[src/rtl/mfp_pkg.sv]
`default_nettype none

package mfp_pkg;

    // ##################################################
    // wishbone bus types
    // ##################################################

    typedef logic [15:0] wb_addr_t;  // bit 15 picks the slave, 0 is RAM and 1 is GPIO.
    typedef logic [31:0] wb_data_t;

    typedef struct packed {
        logic     cyc;
        logic     stb;
        logic     we;
        wb_addr_t adr;
        wb_data_t dat;
    } wb_req_t;

    typedef struct packed {
        logic     ack;
        wb_data_t dat;
    } wb_rsp_t;

    // ##################################################
    // uart commands and address map
    // ##################################################

    localparam logic [7:0] CMD_WRITE = 8'h57;  // followed by 2 address and 4 data bytes.
    localparam logic [7:0] CMD_READ  = 8'h52;  // followed by 2 address bytes.

    localparam logic [14:0] GPIO_LED_WORD = 15'd0;
    localparam logic [14:0] GPIO_IN_WORD  = 15'd1;

    localparam wb_addr_t LOG_BASE = 16'h00C0;  // first word of the 64 slot event log.

endpackage

`default_nettype wire

[src/rtl/mfp_uart_bridge.sv]
`timescale 1ns/100ps
`default_nettype none

module mfp_uart_bridge #(
    parameter int CLKS_PER_BIT = 434
) (
    input  logic             clk,
    input  logic             rst,
    input  logic             rx,
    output logic             tx,
    output mfp_pkg::wb_req_t wb_req,
    input  mfp_pkg::wb_rsp_t wb_rsp
);

    localparam int CNT_W = $clog2(CLKS_PER_BIT);

    typedef enum logic [2:0] {F_CMD, F_ADDR, F_DATA, F_BUS, F_REPLY} frame_state_t;
    typedef enum logic {T_IDLE, T_SHIFT} tx_state_t;

    logic [1:0]        rx_sync;
    logic              rx_busy, rx_valid;
    logic [CNT_W-1:0]  rx_cnt, tx_cnt;
    logic [3:0]        rx_bit, tx_bit;
    logic [7:0]        rx_byte;
    frame_state_t      f_state;
    logic [1:0]        byte_cnt;
    logic              we_q;
    mfp_pkg::wb_addr_t adr_q;
    mfp_pkg::wb_data_t dat_q, tx_word;
    tx_state_t         t_state;
    logic [9:0]        tx_frame;
    logic [2:0]        tx_left;
    logic              tx_load;

    // ##################################################
    // receiver
    // ##################################################

    always_ff @(posedge clk) begin
        if (rst) begin
            rx_sync  <= 2'b11;
            rx_busy  <= 1'b0;
            rx_valid <= 1'b0;
            rx_cnt   <= '0;
            rx_bit   <= '0;
        end else begin
            rx_sync  <= {rx_sync[0], rx};
            rx_valid <= 1'b0;
            if (!rx_busy) begin
                if (!rx_sync[1]) begin
                    rx_busy <= 1'b1;
                    rx_cnt  <= CNT_W'(CLKS_PER_BIT / 2);  // first sample lands mid start bit.
                    rx_bit  <= '0;
                end
            end else if (rx_cnt != '0) begin
                rx_cnt <= rx_cnt - 1'b1;
            end else begin
                rx_cnt <= CNT_W'(CLKS_PER_BIT - 1);
                rx_bit <= rx_bit + 1'b1;
                if (rx_bit == 4'd0 && rx_sync[1]) begin
                    rx_busy <= 1'b0;  // start bit did not hold, so it was a glitch.
                end else if (rx_bit == 4'd9) begin
                    rx_busy  <= 1'b0;
                    rx_valid <= rx_sync[1];
                end else if (rx_bit != 4'd0) begin
                    rx_byte <= {rx_sync[1], rx_byte[7:1]};
                end
            end
        end
    end

    // ##################################################
    // frame parser and bus master
    // ##################################################

    assign tx_load = (f_state == F_BUS) && wb_rsp.ack && !we_q;
    assign wb_req  = '{cyc: f_state == F_BUS, stb: f_state == F_BUS,
                       we: we_q, adr: adr_q, dat: dat_q};

    always_ff @(posedge clk) begin
        if (rst) begin
            f_state  <= F_CMD;
            byte_cnt <= '0;
            we_q     <= 1'b0;
        end else begin
            case (f_state)
                F_CMD: if (rx_valid) begin
                    byte_cnt <= '0;
                    we_q     <= (rx_byte == mfp_pkg::CMD_WRITE);
                    if (rx_byte == mfp_pkg::CMD_WRITE || rx_byte == mfp_pkg::CMD_READ) begin
                        f_state <= F_ADDR;
                    end
                end
                F_ADDR: if (rx_valid) begin
                    adr_q    <= {adr_q[7:0], rx_byte};  // high byte arrives first.
                    byte_cnt <= byte_cnt + 1'b1;
                    if (byte_cnt == 2'd1) begin
                        byte_cnt <= '0;
                        f_state  <= we_q ? F_DATA : F_BUS;
                    end
                end
                F_DATA: if (rx_valid) begin
                    dat_q    <= {dat_q[23:0], rx_byte};
                    byte_cnt <= byte_cnt + 1'b1;
                    if (byte_cnt == 2'd3) f_state <= F_BUS;
                end
                F_BUS: if (wb_rsp.ack) f_state <= we_q ? F_CMD : F_REPLY;
                F_REPLY: if (t_state == T_IDLE && tx_left == '0) f_state <= F_CMD;
                default: f_state <= F_CMD;
            endcase
        end
    end

    // ##################################################
    // reply transmitter
    // ##################################################

    assign tx = (t_state == T_SHIFT) ? tx_frame[0] : 1'b1;

    always_ff @(posedge clk) begin
        if (rst) begin
            t_state <= T_IDLE;
            tx_left <= '0;
            tx_cnt  <= '0;
            tx_bit  <= '0;
        end else begin
            if (tx_load) begin
                tx_word <= wb_rsp.dat;
                tx_left <= 3'd4;
            end
            case (t_state)
                T_IDLE: if (tx_left != '0) begin
                    tx_frame <= {1'b1, tx_word[31:24], 1'b0};  // stop, data, start.
                    tx_word  <= {tx_word[23:0], 8'h00};
                    tx_left  <= tx_left - 1'b1;
                    tx_cnt   <= CNT_W'(CLKS_PER_BIT - 1);
                    tx_bit   <= '0;
                    t_state  <= T_SHIFT;
                end
                T_SHIFT: if (tx_cnt != '0) begin
                    tx_cnt <= tx_cnt - 1'b1;
                end else begin
                    tx_cnt   <= CNT_W'(CLKS_PER_BIT - 1);
                    tx_frame <= {1'b1, tx_frame[9:1]};
                    tx_bit   <= tx_bit + 1'b1;
                    if (tx_bit == 4'd9) t_state <= T_IDLE;
                end
            endcase
        end
    end

endmodule

`default_nettype wire

[config.mk]
export PLATFORM = sky130hd
export DESIGN_NAME = mfp_uart_bridge
export DESIGN_NICKNAME = d
export VERILOG_FILES = /design/src/rtl/mfp_pkg.sv /design/src/rtl/mfp_uart_bridge.sv
export SDC_FILE = /design/constraint.sdc
export NUM_CORES = 1
export LEC_CHECK = 0
export BUFFER_PORTS_ARGS = -buffer_cell sky130_fd_sc_hd__buf_2
export CORE_MARGIN = 10
export CORE_UTILIZATION = 49
export DETAILED_ROUTE_END_ITERATION = 6
export PLACE_DENSITY = 0.7
export SETUP_SLACK_MARGIN = 0.2
export SLEW_MARGIN = 20
export SYNTH_ARGS = -nofsm -noshare
export SYNTH_HDL_FRONTEND = slang
export SYNTH_SLANG_ARGS = --single-unit
[constraint.sdc]
create_clock -name clk -period 4.7 [get_ports clk]
set_input_delay 0.705 -clock clk [delete_from_list [all_inputs] [get_ports clk]]
set_output_delay 0.705 -clock clk [all_outputs]
set_load 0.01 [all_outputs]
# After elaboration in Yosys (flattened, before gate mapping)
# Index checks and enable logic that the tools add are counted.
# op_classes
addsub	6
reduce_logical	24
eq_ne	22
bitwise_logic	6
n_mux	47
# ops
op	count
32-bit 2-to-1 mux	3
9-bit 2-to-1 mux	5
3-bit 2-to-1 mux	12
10-bit 2-to-1 mux	2
4-bit 2-to-1 mux	5
10-bit case mux with 2 select lines	1
2-bit != test, second input constant	9
9-bit case mux with 2 select lines	1
9-bit nonzero test	2
9-bit by 1-bit subtractor with 9-bit output, second input constant	2
8-bit by 7-bit == test with 1-bit output, second input constant	2
3-bit case mux with 5 select lines	1
1-bit 2-to-1 mux	10
3-bit AND reduction	3
4-bit by 1-bit adder with 4-bit output, second input constant	2
4-bit == test, second input constant	2
2-bit 2-to-1 mux	4
4-bit case mux with 2 select lines	1
8-bit AND reduction	1
3-bit by 2-bit == test with 1-bit output, second input constant	2
3-bit zero test	2
2-bit by 1-bit != test with 1-bit output, second input constant	3
1-bit inverter	6
2-bit case mux with 3 select lines	1
17 further kinds	23
# totals
inputBits	36
output_inout_bits	52
ff_bits	138
wordCells	122

# Depth between registers and ports, before layout
# Gate-level depths: netlist of the first run.
# logic_depth
ltp_word	6
mapped_depth	8

# Worst setup path before layout of the first run
# No wires, ideal clock.
# synth_path
path_type	input -> register
from	in rst
to	reg dat_q[0] (enable)
path_buffers	1
setup_ns	0.461
path_stages	2
required_time_ns	4.239
t_arrival_ns	3.155
setup_slack_ns	1.084
cell_sequence	clkbuf_1 nor3_1
# synth_via
elab_chain_cells	2
# synth_lines
element	line_no	rtl
from (decl)	mfp_uart_bridge.sv:8	input logic rst,
1-bit inverter (no source line)	--	
3-bit AND reduction (no source line)	--	
to (signal assigned)	mfp_uart_bridge.sv:103	dat_q <= {dat_q[23:0], rx_byte};
to (decl)	mfp_uart_bridge.sv:29	mfp_pkg::wb_data_t dat_q, tx_word;
# No other way between the ends.
# A chain may end at the register's enable or synchronous reset.

# Final worst setup path of the first run
# layout_path
from	reg rx_cnt[0]
to	reg rx_byte[7] (enable)
# layout_via
elab_chain_cells	3
# layout_lines
element	line_no	rtl
from (decl)	mfp_uart_bridge.sv:22	logic [CNT_W-1:0] rx_cnt, tx_cnt;
from (signal assigned)	mfp_uart_bridge.sv:52	rx_cnt <= CNT_W'(CLKS_PER_BIT / 2);
from (signal assigned)	mfp_uart_bridge.sv:56	rx_cnt <= rx_cnt - 1'b1;
from (signal assigned)	mfp_uart_bridge.sv:58	rx_cnt <= CNT_W'(CLKS_PER_BIT - 1);
9-bit nonzero test	mfp_uart_bridge.sv:55	end else if (rx_cnt != '0) begin
1-bit inverter (no source line)	--	
6-bit AND reduction (no source line)	--	
to (signal assigned)	mfp_uart_bridge.sv:66	rx_byte <= {rx_sync[1], rx_byte[7:1]};
to (decl)	mfp_uart_bridge.sv:24	logic [7:0] rx_byte;
# No other way between the ends.

==> run metrics, run 1 <==
CP max FO 8; drt first pass iters 5; area of the mapped netlist 0.00581 sq mm; NetSw 1.18 mW; Hold Path Depth 1; Bufs on Longest Clock Path 2; Total Routing Usage GR 14.4%; Synthesis Warnings 0; final hold violations 0; clock slew at reported path FFs 0.07 ns; final hold slack 0.414 ns; Setup Fix Bufs, Post-CTS 0; final setup skew 0.00740 ns; post-route ant nets 0; Most used DFF post-synth edfxtp_1; CTS H-tree depth 4; met1 usage 18.0%; max cap viols 0; Area Overhead vs Synth 20.8%; Fillers 916; fin area 0.00702 sq mm; first-pass GRT wire length 19.4 mm; area share of the largest cell type after synthesis 50.1%; WL final 11.9 mm; Int Pwr 2.78 mW; antenna violations before repair 1; most common cell in the synthesized netlist edfxtp_1; wire per inst 15.6 um; worst skew pair latency 0.42 ns; first-iteration detailed-routing DRC count 310; Reg area 0.00371 sq mm; Worst Tran Pin Value 0.984 ns; CP startpoint rx_cnt[0]; Required @ worst endpoint 4.74 ns; die area 0.0166 sq mm; Mapped Cells 517; final worst-path cycle share 60.0%; hold-fix buffers at CTS 0; Seq pwr share 44.3%; sw frac 29.8%; DP HPWL 8.09 mm; max-slew violation count 0; RSZ-0062 raised after global routing no; Seq/Total Area, Yosys 63.9%; IO buf count 87; fmax 354 MHz; r2r setup slk 1.88 ns; io pins 88; number of synthesized flops with an enable pin 97; Synthesized Nets 565; asr flop ratio synth 0%; count of cell types in the netlist 58; Post-DP Area 0.00637 sq mm; row cnt 39; vias 4176; GR Overflow Total 0; M2 GR Usage 22.5%; run status finished clean; Synth area leaders edfxtp_1 (50%), dfxtp_1 (14%), nand2_1 (5.3%); Vias/cell 5.51; Final TNS setup 0 ns; overall power 3.96 mW; Crit. End Element flip-flop; vias in the first global route 4058; worst path arrival time 2.86 ns; gpl congestion 0.844; R2R Path Start rx_cnt[0]; Synth Register Bits 137; busiest grt layer met2; Vert. Die Dim 129 um; Tmin final 2.82 ns; clk sink count 137; Root Driver clkbuf_16; capturing point of the worst reg2reg path rx_byte[7]; Max rail drop VDD 358 uV; CTS tree yes; HP Class flip-flop to flip-flop; M3 GR Usage 4.56%; Die W 129 um; Pleak 2.65 nW; combinational share of power 19.3%; critical setup path kind flip-flop to flip-flop; Post-Syn Area per Cell 11.2 sq um; area of the multi-input gates 0.00193 sq mm; area leader, netlist edfxtp_1; Post-synth top cells edfxtp_1 (97), nand2_1 (82), nor2_1 (52); Hold Path End rx_sync[1]; fraction of layout cells with a size suffix above 1 23.8%; pwr dens 563 mW/mm^2; Core Area 0.0115 sq mm; largest net degree at the start of global routing 52; total CTS buffers 17; DRC viols 0; PostCTS Resize Cnt 0; Setup Viol. Count Final 0; Initial Utilization 50.5%; final net count 649; Clock Power Share 36.3%; hold wc startpoint rx_sync[0]; max_slew headroom 34.4%; r2r worst-path depth 6; startpoint types flip-flop
[per-layer routing]
layer | vias to the layer above | routed length, um | share of wire [%]
met1 | 1988 | 5420 | 46
met3 | 16 | 715 | 6.0
li1 | 2066 | - | -
met4 | 0 | 205 | 1.7
met5 | - | 0 | 0
met2 | 106 | 5510 | 46
[cell type report]
class | count | share of cell area (%)
repair buffers | 94 | 6.95
flip-flops and latches | 137 | 52.9
clock inverters | 15 | 3.14
multi-input cells | 335 | 27.5
inverters | 16 | 0.855
well taps | 143 | 2.55
clock buffers | 17 | 6.06
diodes | 1 | 0.0356
[power by group through the flow]
stage,combinational (mW),sequential [mW],clock (mW)
2_1_floorplan,0.635,1.70,0
3_3_place_gp,0.729,1.76,0
3_5_place_dp,0.763,1.78,0
4_1_cts,0.768,1.75,1.46
5_1_grt,0.866,1.78,1.51
6_report,0.764,1.75,1.44
[cell usage in the layout (no fill, tap or decap), drive strengths merged, types with 7 or more instances in the layout]
cell type	count
nor2	53
nor3	16
nand2b	8
a31oi	33
ha	12
clkbuf	17
edfxtp	97
a21oi	31
mux2	7
inv	26
dfxtp	40
nand2	82
buf	94
nand3	9
o21ai	12
nand3b	7
[state kept, by name, summed over array words and instances (netlist names)]
| signal | flops |
|---|---|
| rx_bit | 4 |
| rx_valid | 1 |
| rx_sync | 2 |
| rx_cnt | 9 |
| we_q | 1 |
| tx_left | 3 |
| byte_cnt | 2 |
| tx_bit | 4 |
| tx_frame | 9 |
| tx_cnt | 9 |
| rx_byte | 8 |
| f_state | 3 |
| tx_word | 32 |
| adr_q | 16 |
| t_state | 1 |
| dat_q | 32 |
| rx_busy | 1 |
[metrics by stage]
stage	setup slack [ns]	utilization (%)	cells
final	1.88	61.0	758
after global routing	1.67	61.0	758
after CTS	1.86	60.9	757
after detailed placement	1.86	55.3	725
after global placement	2.00	55.3	725
after floorplan	1.08	-	517
[how the worst max path moves through the flow]
stage / endpoint / cells past startpoint / slack [ns]
after floorplan: dat_q[0] / 2 / 1.08
after global placement: rx_byte[0] / 6 / 2.00
after detailed placement: rx_byte[4] / 6 / 1.86
after CTS: rx_byte[7] / 6 / 1.86
after global routing: rx_byte[7] / 6 / 1.67
final: rx_byte[7] / 6 / 1.88
[logic make-up (layout without fill, tap and decap cells)]
kind of cell,count (synthesis),after routing,synth area share (%)
AOI/OAI and AO/OA,109,109,11.9
and+or+nand+nor,205,205,16.8
other,0,1,0
DFF,137,137,63.9
buffers and inverters,45,142,3.19
xor gates and xnor gates,1,1,0.151
adders and majority gates,12,12,2.58
muxes,8,8,1.53
[worst max-delay path, stage by stage (launching register included)]
cell	delay (ns)
dfxtp_1	0.34
inv_1	0.07
ha_1	0.21
or4b_1	0.63
nor2_8	0.20
nand2_1	0.17
nor3_1	0.83
No activity file was read; power rests on OpenSTA's default activity.
==> run 2, diff against run 1 <==
clock period = 2.6 ns   (was 4.7 ns; I/O delays follow)
==> run 2 against run 1 <==
Compared with the run above:
- fmax rose by 27%
- first-iteration DRC count rose by 27%
- worst setup slack got worse by 1.5 ns
- critical path depth rose by 1
- critical endpoint is now rx_byte[2]
- largest cell class unchanged
- largest power group unchanged
==> run metrics, run 2 (synthesis results as in run 1) <==
fmax 452 MHz (+27%); Required @ worst endpoint 2.72 ns (-2.02 ns); wire per inst 15.9 um (+1.6%); met2 wire len 5.68 mm (+3.0%); critical setup path kind flip-flop to flip-flop; RSZ-0062 raised after global routing no; fin util 61.3% (+0.30 points); fraction of layout cells with a size suffix above 1 24.7% (+0.90 points); max-slew violation count 0 (unchanged); Core Area 0.0115 sq mm (unchanged); io pins 88 (unchanged); final hold slack 0.156 ns (-0.258 ns); GR Overflow Total 0 (unchanged); Crit. End Element flip-flop; worst skew pair latency 0.41 ns (about the same); clk sink count 137 (unchanged); Setup Fix Bufs, Post-CTS 0 (unchanged); Setup Viol. Count Final 0 (unchanged); Layout Cells excl Fill 764 (+0.79%); final worst-path cycle share 85.2% (+25 points); total CTS buffers 17 (unchanged); met3 WL 781 um (+9.2%); Pleak 2.66 nW (+0.36%); PostCTS Resize Cnt 0 (unchanged); M1 WL 5.42 mm (unchanged); row cnt 39 (unchanged); Largest regs dat_q: 32 flops, tx_word: 32 flops, adr_q: 16 flops; Hold Path Depth 2 (+1); Bufs on Longest Clock Path 2 (unchanged); worst-path cell chain inv_1 -> ha_1 -> or4b_4 -> nor2_8 -> nand2_1 -> nor3_2 -> buf_4; WL final 12.1 mm (+2.4%); pwr dens 1000 mW/mm^2 (+77%); IO buf count 87 (unchanged); first-pass GRT wire length 19.1 mm (-1.6%); largest net degree at the start of global routing 52 (unchanged); Worst Tran Pin Value 0.928 ns (-0.0560 ns); Max rail drop VDD 544 uV (+52%); max incr delay on CP 0.56 ns (-0.27 ns); max_slew headroom 38.1% (+3.7 points); DP HPWL 8.28 mm (+2.3%); die area 0.0166 sq mm (unchanged); clock slew at reported path FFs 0.06 ns (about the same); Fillers 921 (+0.55%); commonest non-fill, non-tap cells in the layout edfxtp_1 (97), buf_2 (87), nand2_1 (82), nor2_1 (52), dfxtp_1 (40); gpl congestion 0.864 (+2.4%); CTS tree yes; Die W 129 um (unchanged); first-iteration detailed-routing DRC count 395 (+27%); final hold violations 0 (unchanged); max cap viols 0 (unchanged); drt first pass iters 4 (-1); Final TNS setup 0 ns (unchanged); Vert. Die Dim 129 um (unchanged); Initial Utilization 50.5% (unchanged); Root Driver clkbuf_16; final setup skew 0.00936 ns (+0.00196 ns); commonest non-fill, non-tap cell in the layout edfxtp_1; run status finished clean; CTS H-tree depth 4 (unchanged); r2r worst-path depth 7 (+1); Placed Cells incl. Taps 731 (+0.83%); hold-fix buffers at CTS 0 (unchanged); Vias/cell 5.52 (+0.26%); Tmin final 2.21 ns (-0.608 ns); Max stage delay cell, worst path or4b_4; top layer used by detailed routing met4; startpoint types flip-flop; final net count 655 (+0.92%); DRC viols 0 (unchanged); HP Class input port to flip-flop; vias in the first global route 3943 (-2.8%); CP max FO 8 (unchanged); post-route ant nets 0 (unchanged); vias 4220 (+1.1%); worst path arrival time 2.34 ns (-0.52 ns); Area Overhead vs Synth 21.4%; antenna violations before repair 1 (unchanged); Total Routing Usage GR 14.2% (-0.24 points)
==> run 2: cell types whose count changed in the layout (fill, tap and decap cells not counted), sizes merged <==
cell / previous run / this run
clkinvlp: 0 / 3
clkbuf: 17 / 18
inv: 26 / 22
buf: 94 / 100
==> run 2: metrics by stage <==
| step | instance area, sq um | setup slack (ns) | total power [mW] |
|---|---|---|---|
| 6_report | 7060 | 0.386 | 7.05 |
| 5_1_grt | 7060 | 0.288 | 7.42 |
| 4_1_cts | 7050 | 0.297 | 7.08 |
| 3_5_place_dp | 6440 | 0.321 | 4.61 |
| 3_3_place_gp | 6440 | 0.404 | 4.53 |
| 2_1_floorplan | 5830 | 0.383 | 4.23 |
==> run 2: layout make-up <==
cell class | count | area [sq um] | share of cell area (%)
antenna | 1 | 2.50 | 0.0355
clock buffer | 18 | 429 | 6.08
clock inverter | 14 | 183 | 2.59
inverter | 16 | 60.1 | 0.851
multi-input combinational | 335 | 1960 | 27.7
sequential | 137 | 3710 | 52.6
tap | 143 | 179 | 2.54
timing repair buffer | 100 | 533 | 7.55
==> run 2: where the power goes <==
part | internal, mW | switching [mW]
registers | 2.88 | 0.277
clock network | 1.53 | 0.937
logic | 0.599 | 0.830
==> run 2: critical path, delay by kind of cell (launching register included) <==
kind	cells	cell delay, ns
adder cells (fa/ha/maj)	1	0.21
buffers and inverters	2	0.27
flip-flops	1	0.34
AND/OR/NAND/NOR	4	1.10
==> run 2: path summary, 6_finish.rpt <==
path                                 start         end  slack, ns
worst max register to register   rx_cnt[1]  rx_byte[2]       0.39
worst min register to register  rx_sync[0]  rx_sync[1]       0.41
worst min-delay path                    rx  rx_sync[0]       0.16
worst max-delay path             rx_cnt[1]  rx_byte[2]       0.39
==> run 2: layer usage <==
layer  GRT usage, %  vias up
li1               -     2074
met2           21.9      120
met5              0        -
met3           4.23       20
met4           7.09        0
met1           17.9     2006
==> run 3, diff against run 2 <==
RECOVER_POWER = 100   (was unset)
SETUP_SLACK_MARGIN = 0.15   (was 0.2)
clock period = 2.54 ns   (was 2.6 ns; I/O delays follow)
==> run 3 against run 2 <==
Compared with the run above:
- sequential cell count did not move
- final cell count down 0.13%
- combinational power barely moved
- count of clock-buffer cells in the layout shrank 1
- clock skew shrank 0.0038 ns
- core utilization is 0.95 points lower
- highest routed layer unchanged
- largest cell class unchanged
==> run metrics, run 3 (synthesis results as in run 1) <==
Setup Fix Bufs, Post-CTS 0 (unchanged); hold-fix buffers at CTS 0 (unchanged); Final TNS setup 0 ns (unchanged); critical setup path kind flip-flop to flip-flop; final setup skew 0.00554 ns (-0.00382 ns); Bufs on Longest Clock Path 2 (unchanged); wire per inst 16.1 um (+1.2%); Largest regs dat_q: 32 flops, tx_word: 32 flops, adr_q: 16 flops; Pleak 2.48 nW (-6.5%); max cap viols 0 (unchanged); CP Buf/Inv Count 2 (unchanged); IO buf count 87 (unchanged); Layout Cells excl Fill 763 (-0.13%); Worst Tran Pin Value 1.19 ns (+0.262 ns); RSZ-0062 raised after global routing no; worst path arrival time 2.40 ns (+0.06 ns); startpoint types flip-flop; GR Overflow Total 0 (unchanged); CTS H-tree depth 4 (unchanged); Max stage delay cell, worst path or4b_1; final net count 655 (unchanged); Vert. Die Dim 129 um (unchanged); final setup margin 0.261 ns (-0.125 ns); total CTS buffers 17 (unchanged); first-pass GRT wire length 19.9 mm (+4.5%); pwr dens 1030 mW/mm^2 (+2.8%); DRC viols 0 (unchanged); Required @ worst endpoint 2.66 ns (-0.06 ns); Core Area 0.0115 sq mm (unchanged); Fillers 942 (+2.3%); commonest non-fill, non-tap cells in the layout edfxtp_1 (97), nand2_1 (82), clkbuf_1 (57), nor2_1 (52), dfxtp_1 (40); Vias/cell 5.57 (+0.89%); area of the multi-input gates 0.00195 sq mm (-0.19%); io pins 88 (unchanged); setup slack at placement 0.288 ns (-0.0326 ns); CTS tree yes; Tmin final 2.28 ns (+0.0653 ns); fin util 60.3% (-0.95 points); final worst-path cycle share 89.7% (+4.6 points); Crit. End Element flip-flop; first-iteration detailed-routing DRC count 390 (-1.3%); commonest non-fill, non-tap cell in the layout edfxtp_1; final hold violations 0 (unchanged); row cnt 39 (unchanged); die area 0.0166 sq mm (unchanged); largest net degree at the start of global routing 52 (unchanged); PostCTS Resize Cnt 0 (unchanged); clock slew at reported path FFs 0.06 ns (about the same); WL final 12.3 mm (+1.1%); Initial Utilization 50.5% (unchanged); post-route ant nets 0 (unchanged); max incr delay on CP 0.62 ns (+0.06 ns); worst skew pair latency 0.41 ns (about the same); Placed Cells incl. Taps 731 (unchanged); gpl congestion 0.864 (about the same); Root Driver clkbuf_16; fraction of layout cells with a size suffix above 1 15.3% (-9.3 points); max_slew headroom 20.7% (-17 points); Setup Viol. Count Final 0 (unchanged); vias 4252 (+0.76%); fmax 439 MHz (-2.9%); Total Routing Usage GR 14.8% (+0.55 points); drt first pass iters 5 (+1); Area Overhead vs Synth 19.6%; vias in the first global route 4080 (+3.5%); Max rail drop VDD 463 uV (-15%); run status finished clean; CP delay by family, top simple AND/OR/NAND/NOR gates; CP max FO 8 (unchanged); antenna violations before repair 1 (unchanged); Die W 129 um (unchanged); HP Class input port to flip-flop; overall power 7.14 mW (+1.3%); DP HPWL 8.25 mm (-0.41%); Reg area 0.00371 sq mm (unchanged); clk sink count 137 (unchanged); max-slew violation count 0 (unchanged); worst-path cell chain inv_1 -> ha_1 -> or4b_1 -> nor2_8 -> nand2_1 -> nor3_2 -> buf_4
[run 3: cell count changes in the layout (fill, tap and decap cells not counted), moves of 2 or more]
cell      before  now
buf_4         13    4
clkbuf_2       0    4
clkinv_4       1    3
clkbuf_1       1   57
inv_6          7    3
clkinv_2       0    2
buf_2         87   34
[run 3: final cells by class]
cell class | instances | area share, %
antenna | 1 | 0.0360
timing repair buffer | 100 | 6.36
clock inverter | 14 | 2.49
inverter | 16 | 0.865
sequential | 137 | 53.5
clock buffer | 17 | 6.12
tap | 143 | 2.58
multi-input combinational | 335 | 28.1
[run 3: layer usage]
layer,up-vias,wire [um],track usage [%]
met5,-,0,0
met4,0,195,6.82
met3,18,856,4.48
met2,124,5880,22.9
met1,2027,5340,18.7
li1,2083,-,-
[run 3: through the flow]
step / cell area, sq um / hold slack, ns
floorplan: 5830 / 0.389
global placement: 6440 / 0.400
detailed placement: 6440 / 0.399
CTS: 7040 / 0.136
global route: 6950 / 0.139
finish: 6950 / 0.154
[run 3: final timing paths]
path	cells past startpoint	to	start	slack [ns]
worst max-delay path	7	rx_byte[6]	rx_cnt[0]	0.26
worst min-delay path	2	rx_sync[0]	rx	0.15
worst max register to register	7	rx_byte[6]	rx_cnt[0]	0.26
worst min register to register	1	rx_sync[1]	rx_sync[0]	0.41
[run 3: power breakdown]
| part | internal, mW | leakage, nW | total (mW) | switching [mW] |
|---|---|---|---|---|
| registers | 2.95 | 1.22 | 3.22 | 0.276 |
| clock network | 1.54 | 0.286 | 2.46 | 0.922 |
| logic | 0.596 | 0.972 | 1.45 | 0.856 |
